==> config.mk <==
export PLATFORM = sky130hd
export DESIGN_NAME = port_register
export DESIGN_NICKNAME = d
export VERILOG_FILES = /design/src/gpio_pkg.sv /design/src/port_register.sv
export SDC_FILE = /design/constraint.sdc
export NUM_CORES = 1
export LEC_CHECK = 0
export ABC_CLOCK_PERIOD_IN_PS = 1050
export BUFFER_PORTS_ARGS = -buffer_cell sky130_fd_sc_hd__buf_2
export CORE_UTILIZATION = 37
export DETAILED_ROUTE_END_ITERATION = 12
export PLACE_DENSITY = 0.79
export RECOVER_POWER = 50
export REMOVE_ABC_BUFFERS = 1
export SYNTH_ARGS = -nofsm -noshare
export SYNTH_HDL_FRONTEND = slang
export SYNTH_SLANG_ARGS = --single-unit
==> constraint.sdc <==
create_clock -name fx2_clk -period 1.05 [get_ports fx2_clk]
set_clock_uncertainty 0.05 [all_clocks]
set_input_delay 0 -clock fx2_clk [delete_from_list [all_inputs] [get_ports fx2_clk]]
set_output_delay 0 -clock fx2_clk [all_outputs]
set_load 0.1 [all_outputs]
==> src/gpio_pkg.sv <==
// Shared definitions for the SPI GPIO expander
// Widths, register map and SPI slave enums

package gpio_pkg;

  // Frame layout, MSB first: opcode, address, data
  localparam int ADDR_W  = 7;                   // Register address bits
  localparam int DATA_W  = 8;                   // Register byte
  localparam int FRAME_W = 1 + ADDR_W + DATA_W; // Full SPI frame, 16 bits

  // Register map
  localparam logic [ADDR_W-1:0] PORT0_ADDR = 7'h01; // gpio[7:0], read/write
  localparam logic [ADDR_W-1:0] PORT1_ADDR = 7'h02; // gpio[15:8], read/write
  localparam logic [ADDR_W-1:0] PORT2_ADDR = 7'h03; // gpio[23:16], read only

  // First bit of every frame
  typedef enum logic {
    OP_WRITE = 1'b0, // Data byte goes into the addressed register
    OP_READ  = 1'b1  // Addressed register shifts out on so
  } spi_op_e;

  // Slave frame tracking
  typedef enum logic [1:0] {
    ST_IDLE   = 2'd0, // Waiting for chip select to fall
    ST_HEADER = 2'd1, // Opcode and address bits
    ST_DATA   = 2'd2  // Data byte bits
  } spi_state_e;

endpackage

==> src/port_register.sv <==
`timescale 1ns/1ps
// Addressed output register with change detect
// One instance per output port

module port_register #(
  parameter logic [gpio_pkg::ADDR_W-1:0] REG_ADDR = gpio_pkg::PORT0_ADDR, // Own address
  parameter int                          PORT_W   = gpio_pkg::DATA_W      // Port width
) (
  input  logic                        fx2_clk,  // System clock
  input  logic                        arst_n,   // Async reset, active low
  input  logic                        wr_stb,   // Write strobe from the SPI slave
  input  logic [gpio_pkg::ADDR_W-1:0] reg_addr, // Target address of the write
  input  logic [PORT_W-1:0]           wr_data,  // Byte to load
  output logic [PORT_W-1:0]           value,    // Current port value
  output logic                        changed   // One-cycle pulse on a new value
);

  logic hit;  // Write aimed at this register

  assign hit = wr_stb && (reg_addr == REG_ADDR);

  always_ff @(posedge fx2_clk or negedge arst_n) begin
    if (!arst_n) begin
      value   <= '0;
      changed <= 1'b0;
    end else begin
      changed <= 1'b0;  // Pulse, never held
      if (hit) begin
        value   <= wr_data;
        // Rewriting the same byte is silent
        changed <= (wr_data != value);
      end
    end
  end

endmodule

After elaboration in Yosys (flattened, before gate mapping)
Index checks and enable logic that the tools add are counted.
{"block": "totals", "regBits": 9, "in_bits": 18, "output_inout_bits": 9, "wordCells": 6}
{"block": "op_classes", "n_eq_ne": 2, "mux": 1, "n_reduce_logical": 1}
{"operator": "$ne A8 B8 Y1", "count": 1}
{"operator": "$eq A7 B1 Y1 const B", "count": 1}
{"operator": "$logic_and A1 B1 Y1", "count": 1}
{"operator": "$mux W1", "count": 1}

Depth between registers and ports, before layout
{"block": "depth", "depth_word": 3, "depth_mapped": 3, "mapped_depth_nobuf": 3}

Worst setup path after synthesis
No wires, ideal clock.
{"block": "synth_timing", "kind": "reg2reg", "start": "register value[6]", "end": "register changed", "setup_time_ns": 0.131, "arrival_ns": 1.430, "required_time_ns": 0.869, "path_slack_ns": -0.561, "path_stages_with_launch": 4, "path_cell_list": "dfrtp_1 > xor2_1 > nor4_1 > a21oi_1"}
{"block": "synth_between", "elab_chain_cells": 2}
{"element": "from (decl)", "line_no": "port_register.sv:14", "source": "output logic [PORT_W-1:0] value,"}
{"element": "from (signal assigned)", "line_no": "port_register.sv:29", "source": "value <= wr_data;"}
{"element": "$ne A8 B8 Y1", "line_no": "port_register.sv:31", "source": "changed <= (wr_data != value);"}
{"element": "$mux W1", "line_no": "port_register.sv:28", "source": "if (hit) begin"}
{"element": "to (signal assigned)", "line_no": "port_register.sv:31"}
{"element": "to (decl)", "line_no": "port_register.sv:15", "source": "output logic changed"}
Every way passes these cells.
A chain may end at the register's enable or synchronous reset.

Worst setup path after layout
Same ends and word-level chain as after synthesis.

==> results by group <==
Cells and area
  • # fillers: 62
  • Fin nets: 98
  • Util after Layout: 0.823
  • Share of cells above drive strength 1: 0.633
  • Fin area: 963 um2
  • Inserted Diodes: 0
  • Area Overhead vs Synth: 95.9%

Drt
  • Vias: 430
  • Wirelength, routed: 1300 um
  • Final antenna-violating net count: 0
  • M1 wire length: 522 um
  • Met2 WL: 699 um
  • Vias/cell: 4.62
  • Highest metal used: met3
  • DRT iter0 DRCs: 5
  • # DRC: 0
  • Met3 wire len: 82 um
  • DR pass1 iterations: 2
  • Wirelength per Cell: 14.0 um

Setup path
  • Type of origin of the critical path: flip-flop
  • Critical Path Max Stage Delay: 0.41 ns
  • Worst Path Buf+Inv: 0
  • Arrival time worst endpoint: 1.24 ns
  • Delay-heaviest family, CP: flip-flops
  • Setup crit end kind: flip-flop
  • CP max stage cell: dfrtp_1
  • Crit path cell chain: xor2_1 -> nor4_2 -> a21oi_1
  • Critical Path Fanout Max: 2
  • CP Class: flip-flop to flip-flop
  • CP required: 1.12 ns

Yosys
  • Yosys reg bits: 9
  • Netlist cell types: 7
  • Synthesized area: 492 um2
  • Ranking of synthesized cells by area: dfrtp_1, mux2_4, xor2_1, nor4b_4, nor4_1
  • Synth area leader: dfrtp_1
  • Post-synthesis sequential area ratio: 0.458
  • Yosys top cell area share: 0.458
  • Syn_area_per_cell: 15.9 um2
  • Ys Warns: 0
  • Post-Syn Instances: 31

Pwr
  • Pwr Density: 1240 nW/um2
  • Flop pwr share: 0.330
  • Comb pwr share: 0.450
  • Clock group share of total power: 0.221
  • NetSw: 433 uW
  • Peak VDD IR: 0.835 mV
  • Lkg Pwr: 0.000521 uW
  • Sw Ratio: 0.364
  • P_int: 759 uW

Global route
  • Total global routing overflow: 0
  • Largest net degree at the start of global routing: 10
  • Vias in the first global route: 455
  • Total track usage: 0.211
  • Initial antenna violation count: 0
  • First-pass GRT wire length: 2100 um

Die
  • Core area: 1170 um2
  • Die Y: 38.5 um
  • Die ar.: 1480 um2
  • # rows: 12
  • Io pins: 27
  • Die width: 38.5 um
  • Starting Density: 0.420

Clock network
  • Worst skew pair latency: 0.25 ns
  • CTS Sinks: 9
  • CTS buffer count: 3
  • H-tree depth: 1
  • Clock Tree Buf Depth: 2
  • CTS tree: yes
  • Root Buffer Master: clkbuf_4
  • Clock-pin slew on the worst setup and hold paths: 0.06 ns

Place
  • Routability congestion estimate from global placement: 0.636
  • IO buf count: 26
  • Placed instance area: 835 um2
  • Pre-CTS setup slack: -0.201 ns

Status
  • Run status: finished with violations
  • Violated checks: setup timing

Flow run
  • Max Cap Violations: 0

STA
  • Max-slew headroom: 0.670
  • Post-layout min period: 1.16 ns
  • RSZ-0062 raised after global routing: true
  • Fin crit share: 1.11
  • Slew Viols, Final: 0
  • Slew at the pin closest to its max-slew limit: 0.495 ns
  • Setup ws final: -0.113 ns
  • Finish-stage setup viols: 5
  • Achievable frequency: 860 MHz
  • Fin. Hold Viols: 0
  • Setup TNS Final: -0.383 ns

Min path
  • Worst Hold Class: primary input to flip-flop
[synth_stat cells, drive strengths merged]
cell type / count
a21oi: 1
dfrtp: 9
mux2: 8
nand2: 1
nor4: 2
nor4b: 2
xor2: 8
[layout by cell type (no fill, tap or decap)]
master	count
nor4b_4	2
clkbuf_1	2
clkbuf_4	4
buf_2	15
a21oi_1	1
dlygate4sd3_1	9
nand2_4	1
nor4_2	2
xor2_1	8
mux2_4	8
buf_6	1
buf_12	8
buf_4	9
dfrtp_1	9
[flip-flops by register name, summed over array words and instances (netlist names)]
name     cells
value        8
changed      1
[worst reg2reg max path, delay by kind of cell (launching register included)]
kind	cells	cell delay, ns
xor+xnor	1	0.16
simple gates	1	0.31
flops	1	0.41
compound gates	1	0.10
[logic make-up after synthesis]
logic type,share of synthesized area
XOR/XNOR,0.142
flip-flops,0.458
AND/OR/NAND/NOR,0.145
multiplexers,0.244
AO/OA/AOI/OAI,0.0102
[timing repair]
action / CTS / global route
hold endpoints to repair: 17 / 0
resized for setup: 2 / 2
pin swaps: 3 / 4
hold buffers: 9 / 0
buffers inserted: 1 / 2
setup endpoints to repair: 1 / 3
[layer usage]
metal / vias up / track usage
li1: 206 / -
met1: 207 / 0.254
met2: 17 / 0.381
met3: 0 / 0.0581
met4: 0 / 0.0259
met5: - / 0
[final cells by class]
class	instances	area [um2]	area share
timing repair buffer	44	415	0.431
multi-input combinational	22	279	0.290
sequential	9	225	0.234
clock buffer	4	26.3	0.0273
tap	14	17.5	0.0182
[through the flow]
stage	hold slack [ns]	instances	power [uW]
after floorplan	-0.346	31	661
after global placement	-0.193	79	879
after detailed placement	-0.190	79	889
after CTS	0.0735	93	1190
after global routing	0.110	93	1240
final	0.111	93	1190
[worst paths after layout]
path                             to  slack, ns  depth (start not counted)   startpoint
max                         changed      -0.11                          3     value[6]
min                         changed       0.11                          4  reg_addr[2]
max reg2reg                 changed      -0.11                          3     value[6]
min reg2reg                value[0]       0.60                          2     value[0]
max in group asynchronous  value[1]       0.45                          2       arst_n
min in group asynchronous  value[3]       0.16                          2       arst_n
[power groups by stage]
stage	logic (uW)	clock network, uW	registers (uW)
global placement	483	0	396
finish	536	263	393
global route	559	287	395
detailed placement	492	0	397
floorplan	74.3	0	587
CTS	530	267	391
(Power assumes the default switching activity.)
