**src/gpio_pkg.sv**
```systemverilog
// Shared definitions for the SPI GPIO expander
// Widths, register map and SPI slave enums

package gpio_pkg;

  // Frame layout, MSB first: opcode, address, data
  localparam int ADDR_W  = 7;                   // Register address bits
  localparam int DATA_W  = 8;                   // Register byte
  localparam int FRAME_W = 1 + ADDR_W + DATA_W; // Full SPI frame, 16 bits

  // Register map
  localparam logic [ADDR_W-1:0] PORT0_ADDR = 7'h01; // gpio[7:0], read/write
  localparam logic [ADDR_W-1:0] PORT1_ADDR = 7'h02; // gpio[15:8], read/write
  localparam logic [ADDR_W-1:0] PORT2_ADDR = 7'h03; // gpio[23:16], read only

  // First bit of every frame
  typedef enum logic {
    OP_WRITE = 1'b0, // Data byte goes into the addressed register
    OP_READ  = 1'b1  // Addressed register shifts out on so
  } spi_op_e;

  // Slave frame tracking
  typedef enum logic [1:0] {
    ST_IDLE   = 2'd0, // Waiting for chip select to fall
    ST_HEADER = 2'd1, // Opcode and address bits
    ST_DATA   = 2'd2  // Data byte bits
  } spi_state_e;

endpackage

```
**src/gpio_pins.sv**
```systemverilog
`timescale 1ns/1ps
// GPIO pin block
// Output port drivers, input port synchronizer, readback mux

module gpio_pins #(
  parameter int PORT_W = gpio_pkg::DATA_W  // Width of each port
) (
  input  logic                        fx2_clk,  // System clock
  input  logic                        arst_n,   // Async reset, active low
  input  logic [PORT_W-1:0]           port0,    // Port 0 register value
  input  logic [PORT_W-1:0]           port1,    // Port 1 register value
  inout  wire  [23:0]                 gpio,     // Board GPIO lines
  input  logic [gpio_pkg::ADDR_W-1:0] rd_addr,  // Readback address from the SPI slave
  output logic [gpio_pkg::DATA_W-1:0] rd_data   // Readback byte
);

  logic [PORT_W-1:0] in_meta;  // First sync stage for port 2
  logic [PORT_W-1:0] in_sync;  // Port 2 sample, two cycles behind the pins

  // Fixed directions: ports 0 and 1 out, port 2 in
  assign gpio[PORT_W-1:0]        = port0;
  assign gpio[2*PORT_W-1:PORT_W] = port1;
  assign gpio[23:2*PORT_W]       = 'z;   // Left to the board

  always_ff @(posedge fx2_clk or negedge arst_n) begin
    if (!arst_n) begin
      in_meta <= '0;
      in_sync <= '0;
    end else begin
      in_meta <= gpio[23:2*PORT_W];
      in_sync <= in_meta;
    end
  end

  // Readback select
  always_comb begin
    case (rd_addr)
      gpio_pkg::PORT0_ADDR: rd_data = port0;
      gpio_pkg::PORT1_ADDR: rd_data = port1;
      gpio_pkg::PORT2_ADDR: rd_data = in_sync;
      default:              rd_data = '0;     // Unmapped reads as zero
    endcase
  end

endmodule

```
**config.mk**
```make
export PLATFORM = sky130hd
export DESIGN_NAME = gpio_pins
export DESIGN_NICKNAME = d
export VERILOG_FILES = /design/src/gpio_pkg.sv /design/src/gpio_pins.sv
export SDC_FILE = /design/constraint.sdc
export NUM_CORES = 1
export LEC_CHECK = 0
export ABC_AREA = 1
export BUFFER_PORTS_ARGS = -buffer_cell sky130_fd_sc_hd__buf_2
export CAP_MARGIN = 40
export CELL_PAD_IN_SITES_DETAIL_PLACEMENT = 2
export CELL_PAD_IN_SITES_GLOBAL_PLACEMENT = 2
export CORE_ASPECT_RATIO = 0.7
export CORE_MARGIN = 2
export CORE_UTILIZATION = 14
export DETAILED_ROUTE_END_ITERATION = 8
export GPL_TIMING_DRIVEN = 0
export HOLD_SLACK_MARGIN = 0.15
export PLACE_DENSITY_LB_ADDON = 0.1
export SLEW_MARGIN = 15
export SYNTH_ARGS = -nofsm -noshare
export SYNTH_HDL_FRONTEND = slang
export SYNTH_SLANG_ARGS = --single-unit
```
**constraint.sdc**
```tcl
create_clock -name fx2_clk -period 2.4 [get_ports fx2_clk]
set_clock_uncertainty 0.15 [all_clocks]
set_input_delay 0.12 -clock fx2_clk [delete_from_list [all_inputs] [get_ports fx2_clk]]
set_output_delay 0.12 -clock fx2_clk [all_outputs]
set_load 0.01 [all_outputs]
```
Yosys cells after proc, flatten, opt, wreduce, memory -nomap -nowiden:

Index checks and enable logic that the tools add are counted.

* output and inout bits: 32
* word-level logic and storage cells: 6
* bits in registers: 2
* input port bits: 25

* multiplexer cells: 1
* equality and inequality tests: 3

Operators by type and width (number)
* $pmux 8 s3: 1
* $eq 7x2->1 const B: 2
* $eq 7x1->1 const B: 1

Longest topological paths before layout:

* depth in word-level cells: 2
* gate-level depth with buffers: 6
* depth with buffers taken out: 5

Least setup slack after synthesis:

Ideal clock, no wire load.

* path kind: input port to output port
* from: in rd_addr[4] (netlist bit)
* to: out rd_data[0] (netlist bit)
* stages on the path: 6
* arrival: 0.734 ns
* path slack: 1.396 ns
* required time: 2.130 ns
* buffers on the path: 1
* cells stage by stage: inv_1 -> nand2_2 -> nor2_4 -> buf_6 -> nand3_1 -> nand3_1

* word-level cells in the longest chain between the ends: 2
* elaborated cells on any way between the ends: 4
* those cells by class: 3 x eq/ne; 1 x mux

RTL lines
* start, declared: line gpio_pins.sv:13 `input logic [gpio_pkg::ADDR_W-1:0] rd_addr,`
* $eq 7x2->1 or $eq 7x1->1 (tied branches): line gpio_pins.sv:37 `case (rd_addr)`
* $pmux 8 s3 *: line gpio_pins.sv:37
* end, declared: line gpio_pins.sv:14 `output logic [gpio_pkg::DATA_W-1:0] rd_data`

Every way passes the cells marked *; elsewhere a longest branch is shown, timed or not.

Final worst setup path:

* from: in rd_addr[4] (netlist bit)
* to: out rd_data[4] (netlist bit)

Same word-level chain as after synthesis.

==> summary.txt <==
CTS
  – Post CTS Setup Buffer Count: 0
  – Clk_lat worst skew: approximately 210 ps
  – Sink Count: 2
  – CTS tree: yes
  – Root buf cell: clkbuf_8
  – Worst-case clock buffer depth: 2
  – Clk slew on worst S/H paths: around 30 ps
  – TritonCTS buffer count: 3
  – H-tree depth: 1
  – # resized after CTS: 0

Pwr
  – P_leak: 0.456 nW
  – PwrDens: about 350 nW/um^2
  – Overall Power: ~0.26 mW
  – Peak supply drop: around 280 uV

Drt
  – Drt first pass iters: 4
  – Routed Antenna Nets: 0
  – DRC viols: 0
  – Final WL: 1.57 mm
  – Via count: 567
  – Violation count after the first detailed-routing iteration: 6
  – Avg WL per Cell: roughly 10 um
  – Vias per cell: around 3.8

Placement
  – Setup WS pre-CTS: between 1000 and 1500 ps
  – Final HPWL DP: between 1 and 1.5 mm
  – Final weighted congestion in routability-driven placement: about 0.59
  – IO buf count: 32

Setup path
  – Crit end category: primary output
  – Crit path launch: rd_addr[4]
  – Reg2reg start: in_meta[0]
  – Critical path startpoint category: primary input
  – Top delay family on crit path: simple AND/OR/NAND/NOR gates
  – Req. time, crit path: 2130 ps
  – Worst-path cell chain: buf_2 -> inv_1 -> nand2_2 -> nor2_4 -> buf_6 -> nand3_1 -> nand3_1 -> buf_2
  – Crit-path slowest cell: nor2_4
  – WP buf/inv: 4
  – Critical path class: in2out
  – Critical Path AT: approximately 1100 ps
  – CP peak stage delay: 210 ps
  – CP Max Fanout: 10

Synth
  – Distinct cell type count after synthesis: 12
  – Mapped Cells: just under 70
  – Number of synthesized register bits: 2
  – Synth area leaders: buf_4 40%, nand3_1 27%, dfrtp_1 11%
  – Syn Std Cell Area: between 400 and 500 sq um
  – Leading area contributor after synthesis: buf_4
  – Yosys warning total: 0
  – Sequential fraction of the synthesis area: around 11%
  – Avg Cell Area, Syn: 6.57 sq um
  – Post-synth top area share: approximately two fifths

Cells and area
  – Most frequent cells in the layout: 32 x buf_2, 24 x nand3_1, 24 x buf_4, 9 x conb_1, 6 x inv_1
  – Commonest non-fill, non-tap cell in the layout: buf_2
  – P&R area growth vs syn: 66.9%
  – Fraction of layout cells with a size suffix above 1: a little under three fifths
  – Nets: 140
  – Diode count: 0

Die
  – Die W: 71.5 um
  – # IOs: 57
  – Total core area: between 3000 and 4000 sq um
  – Die area: roughly 3700 sq um
  – Rows: 17
  – Vert. Die Dim: approximately 51 um
  – Initial Util: between 10 and 15%

GRT
  – All-Layer GR Usage: 9.00%
  – Initial antenna violation count: 0
  – Vias in the first global route: 600
  – First-pass GRT wire length: 2.53 mm
  – Largest net degree at the start of global routing: 11
  – Global route total overflow: 0

STA
  – Setup WS post-layout: about 1100 ps
  – Setup TNS: 0 ps
  – Final Max Tran Viols: 0
  – Period utilization: 54.9%
  – Fmax: approximately 760 MHz
  – Crit path time final: 1320 ps
  – Endpoints failing hold: 0
  – RSZ-0062 raised after global routing: no
  – Endpoints failing setup: 0

Worst hold path
  – Hold Crit Class: reg2reg
  – Min-Delay Startpoint: in_meta[0]

Status
  – Outcome: complete, no violations

Job
  – # Max-Cap Violations: 0
==> through the flow <==
step	hold WS, ps	cells	cell area [sq um]	utilization [%]
after CTS	195	151	746	24.0
after detailed placement	-243	146	684	22.0
after global placement	-245	146	684	22.0
final	198	151	746	24.0
after global routing	206	151	746	24.0
after floorplan	-326	76	477	-
==> synth_stat cells (all sizes together) <==
cell    n
dfrtp   2
nand2   5
buf    25
conb    1
nand3  25
nor2    4
inv     6
==> logic make-up (layout without fill, tap and decap cells) <==
group | Yosys count | after routing | share of synthesized area, %
buffers and inverters | 31 | 68 | 47.9
DFF | 2 | 2 | 11.2
other | 1 | 9 | 0.840
and+or+nand+nor | 34 | 34 | 40.1
==> where the power goes <==
part           switching (mW)  internal (mW)
combinational          0.0429         0.0465
sequential           0.000606         0.0357
clock                  0.0260          0.106
total                  0.0695          0.188
==> layout make-up <==
class | count | area, sq um
timing repair buffer | 34 | 180
buffer | 25 | 191
clock buffer | 3 | 41.3
fill | 386 | 2360
multi-input combinational | 43 | 213
inverter | 6 | 22.5
sequential | 2 | 50.0
tap | 38 | 47.5
==> flip-flops by register name, summed over array words and instances (netlist names) <==
register and flops:
in_meta 1, in_sync 1
==> routing by layer <==
metal  track usage [%]  vias up  share of wire, %
met5                 0        -                 0
met4              2.83        0                 0
met3              1.78        0               8.1
met2              16.8       28                52
met1              10.3      261                40
li1                  -      278                 -
==> final timing paths <==
kind,endpoint,depth (start not counted),slack [ps]
setup / recovery,rd_data[4],8,1080
hold reg to reg,in_sync[0],0,200
hold / removal,in_sync[0],0,200
setup reg to reg,in_sync[0],0,1790
max in group asynchronous,in_meta[0],3,1360
min in group asynchronous,in_sync[0],3,610
==> repair_timing <==
action,4_1_cts,5_1_grt
hold buffers,2,0
hold endpoints to repair,2,0
setup endpoints to repair,0,0
Power figures use the tool's default switching activity.
